[config.mk]
export PLATFORM = sky130hd
export DESIGN_NAME = alu_iq
export DESIGN_NICKNAME = d
export VERILOG_FILES = /design/src/common/iq_pkg.sv /design/src/alu_iq/alu_iq.sv /design/src/alu_iq/iq_select.sv /design/src/rtl/branch_unit.sv /design/src/rtl/exec_writeback.sv /design/src/rtl/int_alu.sv
export SDC_FILE = /design/constraint.sdc
export NUM_CORES = 2
export LEC_CHECK = 0
export ABC_AREA = 1
export BUFFER_PORTS_ARGS = -buffer_cell sky130_fd_sc_hd__buf_2
export CAP_MARGIN = 25
export CORE_AREA = 2 2 363 293
export CTS_BUF_LIST = sky130_fd_sc_hd__clkbuf_8
export CTS_CLUSTER_SIZE = 24
export DETAILED_ROUTE_END_ITERATION = 7
export DIE_AREA = 0 0 365 295
export PLACE_DENSITY = 0.72
export SYNTH_ARGS = -nofsm -noshare
export SYNTH_HDL_FRONTEND = slang
export SYNTH_HIERARCHICAL = 1
export SYNTH_SLANG_ARGS = --single-unit
[constraint.sdc]
create_clock -name clk -period 14 [get_ports clk]
set_input_delay 0.7 -clock clk [delete_from_list [all_inputs] [get_ports clk]]
set_output_delay 0.7 -clock clk [all_outputs]
set_load 0.02 [all_outputs]
[src/common/iq_pkg.sv]
package iq_pkg;

    // ------------------------------
    // widths and sizes
    // ------------------------------
    localparam int XLEN        = 32;
    localparam int TAG_W       = 5;
    localparam int IQ_DEPTH    = 4;
    localparam int AGE_W       = 4;
    localparam int OUT_CREDITS = 2;

    // entry index and output credit counter widths
    localparam int IDX_W = $clog2(IQ_DEPTH);
    localparam int CNT_W = $clog2(OUT_CREDITS + 1);

    localparam logic [AGE_W-1:0] AGE_MAX = '1;

    // ------------------------------
    // opcodes
    // ------------------------------
    typedef enum logic [3:0] {
        OP_ADD  = 4'd0,
        OP_SUB  = 4'd1,
        OP_AND  = 4'd2,
        OP_OR   = 4'd3,
        OP_XOR  = 4'd4,
        OP_SLL  = 4'd5,
        OP_SRL  = 4'd6,
        OP_SRA  = 4'd7,
        OP_SLT  = 4'd8,
        OP_SLTU = 4'd9,
        OP_LUI  = 4'd10,
        OP_BEQ  = 4'd11,
        OP_BNE  = 4'd12,
        OP_BLT  = 4'd13,
        OP_JAL  = 4'd14,
        OP_JALR = 4'd15
    } iq_op_e;

    // conditional branches and both jumps
    function automatic logic is_branch_op(input iq_op_e op);
        return op inside {OP_BEQ, OP_BNE, OP_BLT, OP_JAL, OP_JALR};
    endfunction

    // ------------------------------
    // age state
    // ------------------------------
    // one step older, held at the top
    function automatic logic [AGE_W-1:0] age_inc(input logic [AGE_W-1:0] age);
        return (age == AGE_MAX) ? age : age + 1'b1;
    endfunction

    // strictly older only, so a tie keeps the lower index
    function automatic logic age_wins(input logic [AGE_W-1:0] cand,
                                      input logic [AGE_W-1:0] best);
        return cand > best;
    endfunction

endpackage

[src/alu_iq/alu_iq.sv]
module alu_iq (
    input  logic                        clk,
    input  logic                        rst_n_i,
    input  logic                        flush_i,

    // dispatch
    input  logic                        disp_valid_i,
    input  iq_pkg::iq_op_e              disp_op_i,
    input  logic [iq_pkg::XLEN-1:0]     disp_pc_i,
    input  logic [iq_pkg::XLEN-1:0]     disp_imm_i,
    input  logic [iq_pkg::TAG_W-1:0]    disp_dst_tag_i,
    input  logic                        disp_src0_rdy_i,
    input  logic [iq_pkg::TAG_W-1:0]    disp_src0_tag_i,
    input  logic [iq_pkg::XLEN-1:0]     disp_src0_val_i,
    input  logic                        disp_src1_rdy_i,
    input  logic [iq_pkg::TAG_W-1:0]    disp_src1_tag_i,
    input  logic [iq_pkg::XLEN-1:0]     disp_src1_val_i,
    output logic                        iq_credit_o,

    // external writeback broadcast
    input  logic                        wb_valid_i,
    input  logic [iq_pkg::TAG_W-1:0]    wb_tag_i,
    input  logic [iq_pkg::XLEN-1:0]     wb_data_i,

    // result toward the downstream FIFO
    output logic                        result_valid_o,
    output logic [iq_pkg::TAG_W-1:0]    result_tag_o,
    output logic [iq_pkg::XLEN-1:0]     result_data_o,
    output logic                        redirect_o,
    output logic [iq_pkg::XLEN-1:0]     redirect_pc_o,
    input  logic                        fifo_credit_i
);
    import iq_pkg::*;

    logic             issue_allow;
    logic             ex_valid;
    iq_op_e           ex_op;
    logic [XLEN-1:0]  ex_pc;
    logic [XLEN-1:0]  ex_imm;
    logic [XLEN-1:0]  ex_a;
    logic [XLEN-1:0]  ex_b;
    logic [TAG_W-1:0] ex_tag;

    logic [XLEN-1:0]  alu_res;
    logic             br_taken;
    logic [XLEN-1:0]  br_target;
    logic [XLEN-1:0]  br_link;

    // the registered result doubles as the internal wakeup bus
    iq_select u_iq_select (
        .clk,
        .rst_n_i,
        .flush_i,
        .disp_valid_i,
        .disp_op_i,
        .disp_pc_i,
        .disp_imm_i,
        .disp_dst_tag_i,
        .disp_src0_rdy_i,
        .disp_src0_tag_i,
        .disp_src0_val_i,
        .disp_src1_rdy_i,
        .disp_src1_tag_i,
        .disp_src1_val_i,
        .wb_valid_i,
        .wb_tag_i,
        .wb_data_i,
        .fb_valid_i    (result_valid_o),
        .fb_tag_i      (result_tag_o),
        .fb_data_i     (result_data_o),
        .issue_allow_i (issue_allow),
        .iq_credit_o,
        .ex_valid_o    (ex_valid),
        .ex_op_o       (ex_op),
        .ex_pc_o       (ex_pc),
        .ex_imm_o      (ex_imm),
        .ex_a_o        (ex_a),
        .ex_b_o        (ex_b),
        .ex_tag_o      (ex_tag)
    );

    int_alu u_int_alu (
        .ex_op_i   (ex_op),
        .ex_a_i    (ex_a),
        .ex_b_i    (ex_b),
        .ex_imm_i  (ex_imm),
        .alu_res_o (alu_res)
    );

    branch_unit u_branch_unit (
        .ex_op_i     (ex_op),
        .ex_pc_i     (ex_pc),
        .ex_imm_i    (ex_imm),
        .ex_a_i      (ex_a),
        .ex_b_i      (ex_b),
        .br_taken_o  (br_taken),
        .br_target_o (br_target),
        .br_link_o   (br_link)
    );

    exec_writeback u_exec_writeback (
        .clk,
        .rst_n_i,
        .ex_valid_i    (ex_valid),
        .ex_op_i       (ex_op),
        .ex_tag_i      (ex_tag),
        .alu_res_i     (alu_res),
        .br_taken_i    (br_taken),
        .br_target_i   (br_target),
        .br_link_i     (br_link),
        .fifo_credit_i,
        .issue_allow_o (issue_allow),
        .result_valid_o,
        .result_tag_o,
        .result_data_o,
        .redirect_o,
        .redirect_pc_o
    );

endmodule

[src/alu_iq/iq_select.sv]
module iq_select (
    input  logic                        clk,
    input  logic                        rst_n_i,
    input  logic                        flush_i,
    input  logic                        disp_valid_i,
    input  iq_pkg::iq_op_e              disp_op_i,
    input  logic [iq_pkg::XLEN-1:0]     disp_pc_i,
    input  logic [iq_pkg::XLEN-1:0]     disp_imm_i,
    input  logic [iq_pkg::TAG_W-1:0]    disp_dst_tag_i,
    input  logic                        disp_src0_rdy_i,
    input  logic [iq_pkg::TAG_W-1:0]    disp_src0_tag_i,
    input  logic [iq_pkg::XLEN-1:0]     disp_src0_val_i,
    input  logic                        disp_src1_rdy_i,
    input  logic [iq_pkg::TAG_W-1:0]    disp_src1_tag_i,
    input  logic [iq_pkg::XLEN-1:0]     disp_src1_val_i,
    input  logic                        wb_valid_i,
    input  logic [iq_pkg::TAG_W-1:0]    wb_tag_i,
    input  logic [iq_pkg::XLEN-1:0]     wb_data_i,
    input  logic                        fb_valid_i,
    input  logic [iq_pkg::TAG_W-1:0]    fb_tag_i,
    input  logic [iq_pkg::XLEN-1:0]     fb_data_i,
    input  logic                        issue_allow_i,
    output logic                        iq_credit_o,
    output logic                        ex_valid_o,
    output iq_pkg::iq_op_e              ex_op_o,
    output logic [iq_pkg::XLEN-1:0]     ex_pc_o,
    output logic [iq_pkg::XLEN-1:0]     ex_imm_o,
    output logic [iq_pkg::XLEN-1:0]     ex_a_o,
    output logic [iq_pkg::XLEN-1:0]     ex_b_o,
    output logic [iq_pkg::TAG_W-1:0]    ex_tag_o
);
    import iq_pkg::*;

    // entry state
    logic [IQ_DEPTH-1:0] ent_valid;
    logic [AGE_W-1:0]    ent_age [IQ_DEPTH];
    iq_op_e              ent_op  [IQ_DEPTH];
    logic [XLEN-1:0]     ent_pc  [IQ_DEPTH];
    logic [XLEN-1:0]     ent_imm [IQ_DEPTH];
    logic [TAG_W-1:0]    ent_dst [IQ_DEPTH];
    logic [1:0]          src_rdy [IQ_DEPTH];
    logic [TAG_W-1:0]    src_tag [IQ_DEPTH][2];
    logic [XLEN-1:0]     src_val [IQ_DEPTH][2];

    // dispatch sources as arrays
    logic [1:0]          disp_rdy;
    logic [TAG_W-1:0]    disp_tag [2];
    logic [XLEN-1:0]     disp_val [2];

    // snoop slots, the last one is the incoming dispatch
    logic [TAG_W-1:0]    snoop_tag  [IQ_DEPTH+1][2];
    logic                snoop_hit  [IQ_DEPTH+1][2];
    logic [XLEN-1:0]     snoop_data [IQ_DEPTH+1][2];

    logic [IQ_DEPTH-1:0] ent_rdy;
    logic [IQ_DEPTH-1:0] disp_sel;
    logic [IQ_DEPTH-1:0] issue_sel;
    logic [IDX_W-1:0]    issue_idx;
    logic                any_rdy;
    logic                issue_go;

    assign disp_rdy = {disp_src1_rdy_i, disp_src0_rdy_i};
    assign disp_tag = '{disp_src0_tag_i, disp_src1_tag_i};
    assign disp_val = '{disp_src0_val_i, disp_src1_val_i};

    // ------------------------------
    // wakeup snoop
    // ------------------------------
    always_comb begin
        for (int i = 0; i < IQ_DEPTH; i++) begin
            snoop_tag[i] = src_tag[i];
        end
        snoop_tag[IQ_DEPTH] = disp_tag;
    end

    // external bus wins if both carry the same tag
    always_comb begin
        for (int i = 0; i <= IQ_DEPTH; i++) begin
            for (int s = 0; s < 2; s++) begin
                snoop_hit[i][s]  = 1'b0;
                snoop_data[i][s] = wb_data_i;
                if (wb_valid_i && wb_tag_i == snoop_tag[i][s]) begin
                    snoop_hit[i][s] = 1'b1;
                end else if (fb_valid_i && fb_tag_i == snoop_tag[i][s]) begin
                    snoop_hit[i][s]  = 1'b1;
                    snoop_data[i][s] = fb_data_i;
                end
            end
        end
    end

    // ------------------------------
    // allocation and oldest-ready pick
    // ------------------------------
    always_comb begin
        disp_sel = '0;
        for (int i = IQ_DEPTH - 1; i >= 0; i--) begin
            if (!ent_valid[i]) begin
                disp_sel = '0;
                disp_sel[i] = disp_valid_i && !flush_i;
            end
        end
    end

    always_comb begin
        issue_idx = '0;
        any_rdy   = 1'b0;
        for (int i = 0; i < IQ_DEPTH; i++) begin
            ent_rdy[i] = ent_valid[i] && (&src_rdy[i]);
            if (ent_rdy[i] && (!any_rdy || age_wins(ent_age[i], ent_age[issue_idx]))) begin
                issue_idx = IDX_W'(i);
                any_rdy   = 1'b1;
            end
        end
    end

    assign issue_go  = any_rdy && issue_allow_i && !flush_i;
    assign issue_sel = issue_go ? (IQ_DEPTH'(1) << issue_idx) : '0;

    // ------------------------------
    // entry update
    // ------------------------------
    always_ff @(posedge clk or negedge rst_n_i) begin
        if (!rst_n_i) begin
            ent_valid <= '0;
            for (int i = 0; i < IQ_DEPTH; i++) begin
                ent_age[i] <= '0;
                src_rdy[i] <= '0;
            end
        end else if (flush_i) begin
            ent_valid <= '0;
        end else begin
            for (int i = 0; i < IQ_DEPTH; i++) begin
                if (issue_sel[i]) begin
                    ent_valid[i] <= 1'b0;
                end else if (disp_sel[i]) begin
                    ent_valid[i] <= 1'b1;
                    ent_age[i]   <= '0;
                    for (int s = 0; s < 2; s++) begin
                        src_rdy[i][s] <= disp_rdy[s] || snoop_hit[IQ_DEPTH][s];
                    end
                end else if (ent_valid[i]) begin
                    // waiting entries keep ageing, ready or not
                    ent_age[i] <= age_inc(ent_age[i]);
                    for (int s = 0; s < 2; s++) begin
                        if (snoop_hit[i][s]) begin
                            src_rdy[i][s] <= 1'b1;
                        end
                    end
                end
            end
        end
    end

    always_ff @(posedge clk) begin
        for (int i = 0; i < IQ_DEPTH; i++) begin
            if (disp_sel[i]) begin
                ent_op[i]  <= disp_op_i;
                ent_pc[i]  <= disp_pc_i;
                ent_imm[i] <= disp_imm_i;
                ent_dst[i] <= disp_dst_tag_i;
                for (int s = 0; s < 2; s++) begin
                    src_tag[i][s] <= disp_tag[s];
                    src_val[i][s] <= disp_rdy[s] ? disp_val[s] : snoop_data[IQ_DEPTH][s];
                end
            end else begin
                for (int s = 0; s < 2; s++) begin
                    if (!src_rdy[i][s] && snoop_hit[i][s]) begin
                        src_val[i][s] <= snoop_data[i][s];
                    end
                end
            end
        end
    end

    // ------------------------------
    // execute-stage registers
    // ------------------------------
    always_ff @(posedge clk or negedge rst_n_i) begin
        if (!rst_n_i) begin
            ex_valid_o  <= 1'b0;
            iq_credit_o <= 1'b0;
        end else begin
            ex_valid_o  <= issue_go;
            iq_credit_o <= issue_go;
        end
    end

    always_ff @(posedge clk) begin
        if (issue_go) begin
            ex_op_o  <= ent_op[issue_idx];
            ex_pc_o  <= ent_pc[issue_idx];
            ex_imm_o <= ent_imm[issue_idx];
            ex_a_o   <= src_val[issue_idx][0];
            ex_b_o   <= src_val[issue_idx][1];
            ex_tag_o <= ent_dst[issue_idx];
        end
    end

    // dispatcher credits must keep a full queue from seeing a dispatch
    a_no_disp_full: assert property (@(posedge clk) disable iff (!rst_n_i)
        disp_valid_i |-> !(&ent_valid));

    // only issue frees an entry outside of flush
    a_one_free: assert property (@(posedge clk) disable iff (!rst_n_i)
        !flush_i |=> $onehot0($past(ent_valid) & ~ent_valid));

endmodule

[src/rtl/branch_unit.sv]
module branch_unit (
    input  iq_pkg::iq_op_e              ex_op_i,
    input  logic [iq_pkg::XLEN-1:0]     ex_pc_i,
    input  logic [iq_pkg::XLEN-1:0]     ex_imm_i,
    input  logic [iq_pkg::XLEN-1:0]     ex_a_i,
    input  logic [iq_pkg::XLEN-1:0]     ex_b_i,
    output logic                        br_taken_o,
    output logic [iq_pkg::XLEN-1:0]     br_target_o,
    output logic [iq_pkg::XLEN-1:0]     br_link_o
);
    import iq_pkg::*;

    logic cond;

    always_comb begin
        case (ex_op_i)
            OP_BEQ:           cond = ex_a_i == ex_b_i;
            OP_BNE:           cond = ex_a_i != ex_b_i;
            OP_BLT:           cond = $signed(ex_a_i) < $signed(ex_b_i);
            OP_JAL, OP_JALR:  cond = 1'b1;
            default:          cond = 1'b0;
        endcase
    end

    assign br_taken_o = is_branch_op(ex_op_i) && cond;

    // register-relative jump drops bit 0
    assign br_target_o = (ex_op_i == OP_JALR) ? ((ex_a_i + ex_imm_i) & ~XLEN'(1))
                                              : (ex_pc_i + ex_imm_i);

    assign br_link_o = ex_pc_i + XLEN'(4);

endmodule

[src/rtl/exec_writeback.sv]
module exec_writeback (
    input  logic                        clk,
    input  logic                        rst_n_i,
    input  logic                        ex_valid_i,
    input  iq_pkg::iq_op_e              ex_op_i,
    input  logic [iq_pkg::TAG_W-1:0]    ex_tag_i,
    input  logic [iq_pkg::XLEN-1:0]     alu_res_i,
    input  logic                        br_taken_i,
    input  logic [iq_pkg::XLEN-1:0]     br_target_i,
    input  logic [iq_pkg::XLEN-1:0]     br_link_i,
    input  logic                        fifo_credit_i,
    output logic                        issue_allow_o,
    output logic                        result_valid_o,
    output logic [iq_pkg::TAG_W-1:0]    result_tag_o,
    output logic [iq_pkg::XLEN-1:0]     result_data_o,
    output logic                        redirect_o,
    output logic [iq_pkg::XLEN-1:0]     redirect_pc_o
);
    import iq_pkg::*;

    logic [CNT_W-1:0] credit_cnt;
    logic [XLEN-1:0]  wb_data;
    logic             is_jump;

    // ------------------------------
    // output credits
    // ------------------------------
    // the instruction sitting in ex has already spent its credit
    assign issue_allow_o = credit_cnt > CNT_W'(ex_valid_i);

    always_ff @(posedge clk or negedge rst_n_i) begin
        if (!rst_n_i) begin
            credit_cnt <= CNT_W'(OUT_CREDITS);
        end else begin
            credit_cnt <= credit_cnt - CNT_W'(ex_valid_i) + CNT_W'(fifo_credit_i);
        end
    end

    // ------------------------------
    // result merge
    // ------------------------------
    assign is_jump = ex_op_i inside {OP_JAL, OP_JALR};

    always_comb begin
        if (is_jump) begin
            wb_data = br_link_i;
        end else if (is_branch_op(ex_op_i)) begin
            wb_data = '0;
        end else begin
            wb_data = alu_res_i;
        end
    end

    always_ff @(posedge clk or negedge rst_n_i) begin
        if (!rst_n_i) begin
            result_valid_o <= 1'b0;
            redirect_o     <= 1'b0;
        end else begin
            result_valid_o <= ex_valid_i;
            redirect_o     <= ex_valid_i && is_branch_op(ex_op_i) && br_taken_i;
        end
    end

    always_ff @(posedge clk) begin
        if (ex_valid_i) begin
            result_tag_o  <= ex_tag_i;
            result_data_o <= wb_data;
            redirect_pc_o <= br_target_i;
        end
    end

    // FIFO never hands back more than it was given
    a_credit_max: assert property (@(posedge clk) disable iff (!rst_n_i)
        fifo_credit_i |=> credit_cnt <= CNT_W'(OUT_CREDITS));

endmodule

[src/rtl/int_alu.sv]
module int_alu (
    input  iq_pkg::iq_op_e              ex_op_i,
    input  logic [iq_pkg::XLEN-1:0]     ex_a_i,
    input  logic [iq_pkg::XLEN-1:0]     ex_b_i,
    input  logic [iq_pkg::XLEN-1:0]     ex_imm_i,
    output logic [iq_pkg::XLEN-1:0]     alu_res_o
);
    import iq_pkg::*;

    logic [4:0] shamt;
    logic       lt_s;
    logic       lt_u;

    // shift amount from the low bits of b
    assign shamt = ex_b_i[4:0];
    assign lt_s  = $signed(ex_a_i) < $signed(ex_b_i);
    assign lt_u  = ex_a_i < ex_b_i;

    always_comb begin
        unique case (ex_op_i)
            OP_ADD:  alu_res_o = ex_a_i + ex_b_i;
            OP_SUB:  alu_res_o = ex_a_i - ex_b_i;
            OP_AND:  alu_res_o = ex_a_i & ex_b_i;
            OP_OR:   alu_res_o = ex_a_i | ex_b_i;
            OP_XOR:  alu_res_o = ex_a_i ^ ex_b_i;
            OP_SLL:  alu_res_o = ex_a_i << shamt;
            OP_SRL:  alu_res_o = ex_a_i >> shamt;
            OP_SRA:  alu_res_o = XLEN'($signed(ex_a_i) >>> shamt);
            OP_SLT:  alu_res_o = XLEN'(lt_s);
            OP_SLTU: alu_res_o = XLEN'(lt_u);
            OP_LUI:  alu_res_o = ex_imm_i;
            // branch opcodes take their value from the branch unit
            default: alu_res_o = '0;
        endcase
    end

endmodule

==> results.py <==
metrics = {
    "global_routing": {
        "grt.overflow.total": 0,
        "antenna_found_initial": 4,
        "grt_max_degree": 138,
        "grt.total_usage_pct": 40.9,
        "grt_pass1_wl_um": 327000,
        "grt_pass1_vias": 50700,
    },
    "critical_path": {
        "critPathCaptureType": "flop",
        "critPathCapture": "u_iq_select/ent_age[0]",
        "rr_endpoint": "u_iq_select/ent_age[0]",
        "crit_path_start_kind": "flop",
        "cp_data_arrival_time_ns": 6.64,
        "cp_max_fo": 59,
        "crit_start": "u_iq_select/ent_age[15]",
        "cpMostUsedCell": "nand2_1",
        "cp.required_ns": 14.77,
        "ff2ff_setup_slack_ns": 8.13,
        "path_class": "reg2reg",
        "rr_worst_depth": 34,
        "crit_path_top_delay_cell": "buf_4",
        "crit_path_max_incr_delay_ns": 0.74,
        "rr_startpoint": "u_iq_select/ent_age[15]",
    },
    "yosys": {
        "synth_edf_count": 794,
        "yosys-top-cells-area": "edfxtp_1 42%, nand2_1 17%, nand3_1 11%",
        "syn_area_per_cell_um2": 7.57,
        "synth_top_cell_by_area": "edfxtp_1",
        "synth_cell_types": 64,
        "yosysSeqAreaShare_pct": 43.5,
        "synth_fp_nets": 7900,
        "synth_area_mm2": 0.0567,
        "async_flop_share_pct": 3.99,
        "netlist_instances": 7490,
        "synth_common_cells": "2606 x nand2_1, 1208 x nand3_1, 794 x edfxtp_1",
        "yosys.area.top_type_share_pct": 42.0,
        "synthFlopType": "edfxtp_1",
        "ys_seq_elements": 827,
        "ys_warn_count": 6,
        "yosysMostFrequentCell": "nand2_1",
    },
    "clock_network": {
        "path_clk_slew_ns": 0.06,
        "cts_resized": 0,
        "numCtsBuffers": 136,
        "cts_hold_buf": 79,
        "cts_num_sinks": 827,
        "cts_tree": "built",
        "post_cts_buffers": 0,
        "insertion_delay_ns": 0.94,
        "htree_num_levels": 4,
        "clockBufferDepth": 3,
        "cts-root-buf": "clkbuf_8",
    },
    "timing": {
        "rsz0062_at_grt": "no",
        "relSlewSlack_pct": 25.6,
        "holdWs_ns": 0.0748,
        "finalClockSkew_ns": 0.0755,
        "period_share_pct": 42.0,
        "setup_tns_ns": 0,
        "worstMarginPinSlew_ns": 1.12,
        "hold_viol": 0,
        "max_freq_mhz": 170,
        "setup_viol": 0,
        "final_max_slew_viol_count": 0,
        "min_period_ns": 5.87,
    },
    "cells_and_area": {
        "drive_gt1_share_pct": 9.72,
        "fillCellCount": 9559,
        "area.sequential_mm2": 0.0247,
        "num-nets-final": 8072,
        "multi_input_area_mm2": 0.0276,
        "area_delta_synth_final_pct": 9.14,
    },
    "die": {
        "core_area_mm2": 0.104,
        "start_util_pct": 54.6,
        "num_rows": 106,
        "die_x_um": 365,
        "pin_count": 264,
        "die_area_mm2": 0.108,
        "dieHeight_um": 295,
    },
    "flow_run": {
        "maxCapViolCount": 0,
    },
    "route": {
        "drtAntennaViolNets": 0,
        "wl_met3_um": 31800,
        "first_iter_violations": 8997,
        "drt-met1-wl_um": 91400,
        "dr_wl_met2_um": 93100,
        "drc": 0,
        "routed_wl_um": 225000,
        "vias": 56300,
        "top_layer": "met5",
        "drt_pass1_iterations": 7,
        "wire_per_inst_um": 24.6,
        "viasPerCell": 6.14,
    },
    "placement": {
        "port_buffers": 263,
        "place_hpwl_um": 159000,
        "gp_congestion": 1.06,
    },
    "hold_path": {
        "hold_path_class": "in2reg",
        "min_path_cells": 1,
    },
    "power": {
        "leakagePower_uw": 0.0281,
        "peakVddDrop_v": 0.000102,
        "p_per_area_mw_per_mm2": 95.3,
    },
    "run_status": {
        "status": "complete, no violations",
    },
}
-- cell families after synthesis --
logic type | share of synthesized area [%]
AND/OR/NAND/NOR | 35.9
buffers and inverters | 8.02
flip-flops | 43.5
AO/OA/AOI/OAI | 6.87
adder cells (fa/ha/maj) | 4.86
XOR/XNOR | 0.865
multiplexers | 0.0176
-- power by group --
group | switching (µW) | leakage (µW) | internal, µW
logic | 632 | 0.0190 | 294
registers | 83.7 | 0.00760 | 2820
clock network | 1080 | 0.00149 | 995
total | 1790 | 0.0281 | 4110
-- cell usage in the layout (no fill, tap or decap), drive strengths merged, types with 3 or more instances in the layout --
master / n
ha: 214
o21a: 5
dfrtp: 32
a21oi: 203
nand4: 208
a211oi: 5
clkbuf: 140
a21boi: 5
nor2: 360
nand2: 2635
clkinvlp: 4
fa: 4
clkinv: 37
a22o: 3
inv: 743
o21bai: 19
o221ai: 6
buf: 334
and2: 13
xor2: 33
xnor2: 23
or2: 72
nand3b: 10
edfxtp: 794
o211ai: 18
o21ai: 408
o22ai: 40
nand3: 1250
diode: 5
dlygate4sd3: 79
nor3: 51
nor4: 3
-- per-stage QoR --
stage | total power (µW) | std cells | utilization, % | worst slack [ns] | instance area, µm²
6_report | 5900 | 9176 | 59.5 | 8.13 | 61900
5_1_grt | 6110 | 9172 | 59.5 | 7.53 | 61900
4_1_cts | 5880 | 9169 | 59.5 | 8.15 | 61800
3_5_place_dp | 3820 | 8847 | 56.2 | 8.15 | 58500
3_3_place_gp | 3810 | 8843 | 56.2 | 8.22 | 58400
2_1_floorplan | 3520 | 7490 | - | 4.11 | 56700
-- layout make-up --
cell class                      count  area share [%]
Multi-Input combinational cell   5601            44.5
Clock buffer                      140            3.11
Clock inverter                    103            1.05
Sequential cell                   827            39.9
Antenna cell                        5          0.0202
Tap cell                         1404            2.84
Inverter                          683            4.17
Timing Repair Buffer              413            4.43
-- worst min path at each step --
stage / startpoint / endpoint / slack [ns]
6_report: disp_pc_i[6] / u_iq_select/ent_pc[3][6] / 0.07
3_3_place_gp: u_iq_select/ex_tag_o[2] / u_exec_writeback/result_tag_o[2] / 0.40
2_1_floorplan: rst_n_i / u_exec_writeback/credit_cnt[0] / 0.40
5_1_grt: disp_pc_i[6] / u_iq_select/ent_pc[1][6] / 0.05
4_1_cts: disp_src0_tag_i[3] / u_iq_select/src_tag[2][8] / 0.0002
3_5_place_dp: u_iq_select/ex_tag_o[4] / u_exec_writeback/result_tag_o[4] / 0.41
-- critical path: cells and delay by family (launching register included) --
family          cells  cell delay, ns
simple gates       23            2.39
buf+inv             5            1.41
fa+ha+maj           3            0.92
compound gates      3            0.55
flops               1            0.40
-- registers in the layout, summed over array words and instances (netlist names), 2 cells and up --
signal	count
u_iq_select/ent_imm	128
u_iq_select/ent_age	16
u_iq_select/ex_imm_o	32
u_iq_select/ex_a_o	32
u_iq_select/ex_tag_o	5
u_iq_select/src_rdy	8
u_iq_select/ex_b_o	32
u_iq_select/ent_op	16
u_exec_writeback/result_data_o	32
u_exec_writeback/redirect_pc_o	32
u_exec_writeback/credit_cnt	2
u_iq_select/src_tag	40
u_iq_select/ent_dst	20
u_iq_select/ex_op_o	4
u_iq_select/ex_pc_o	32
u_iq_select/ent_valid	4
u_iq_select/src_val	256
u_iq_select/ent_pc	128
u_exec_writeback/result_tag_o	5
-- layer usage --
layer | vias up | GRT usage (%)
met1 | 26000 | 60.3
met3 | 582 | 9.86
met5 | - | 0
met2 | 4242 | 57.9
li1 | 25500 | -
met4 | 4 | 15.7
Note: power is estimated with default switching activity, not from simulation.
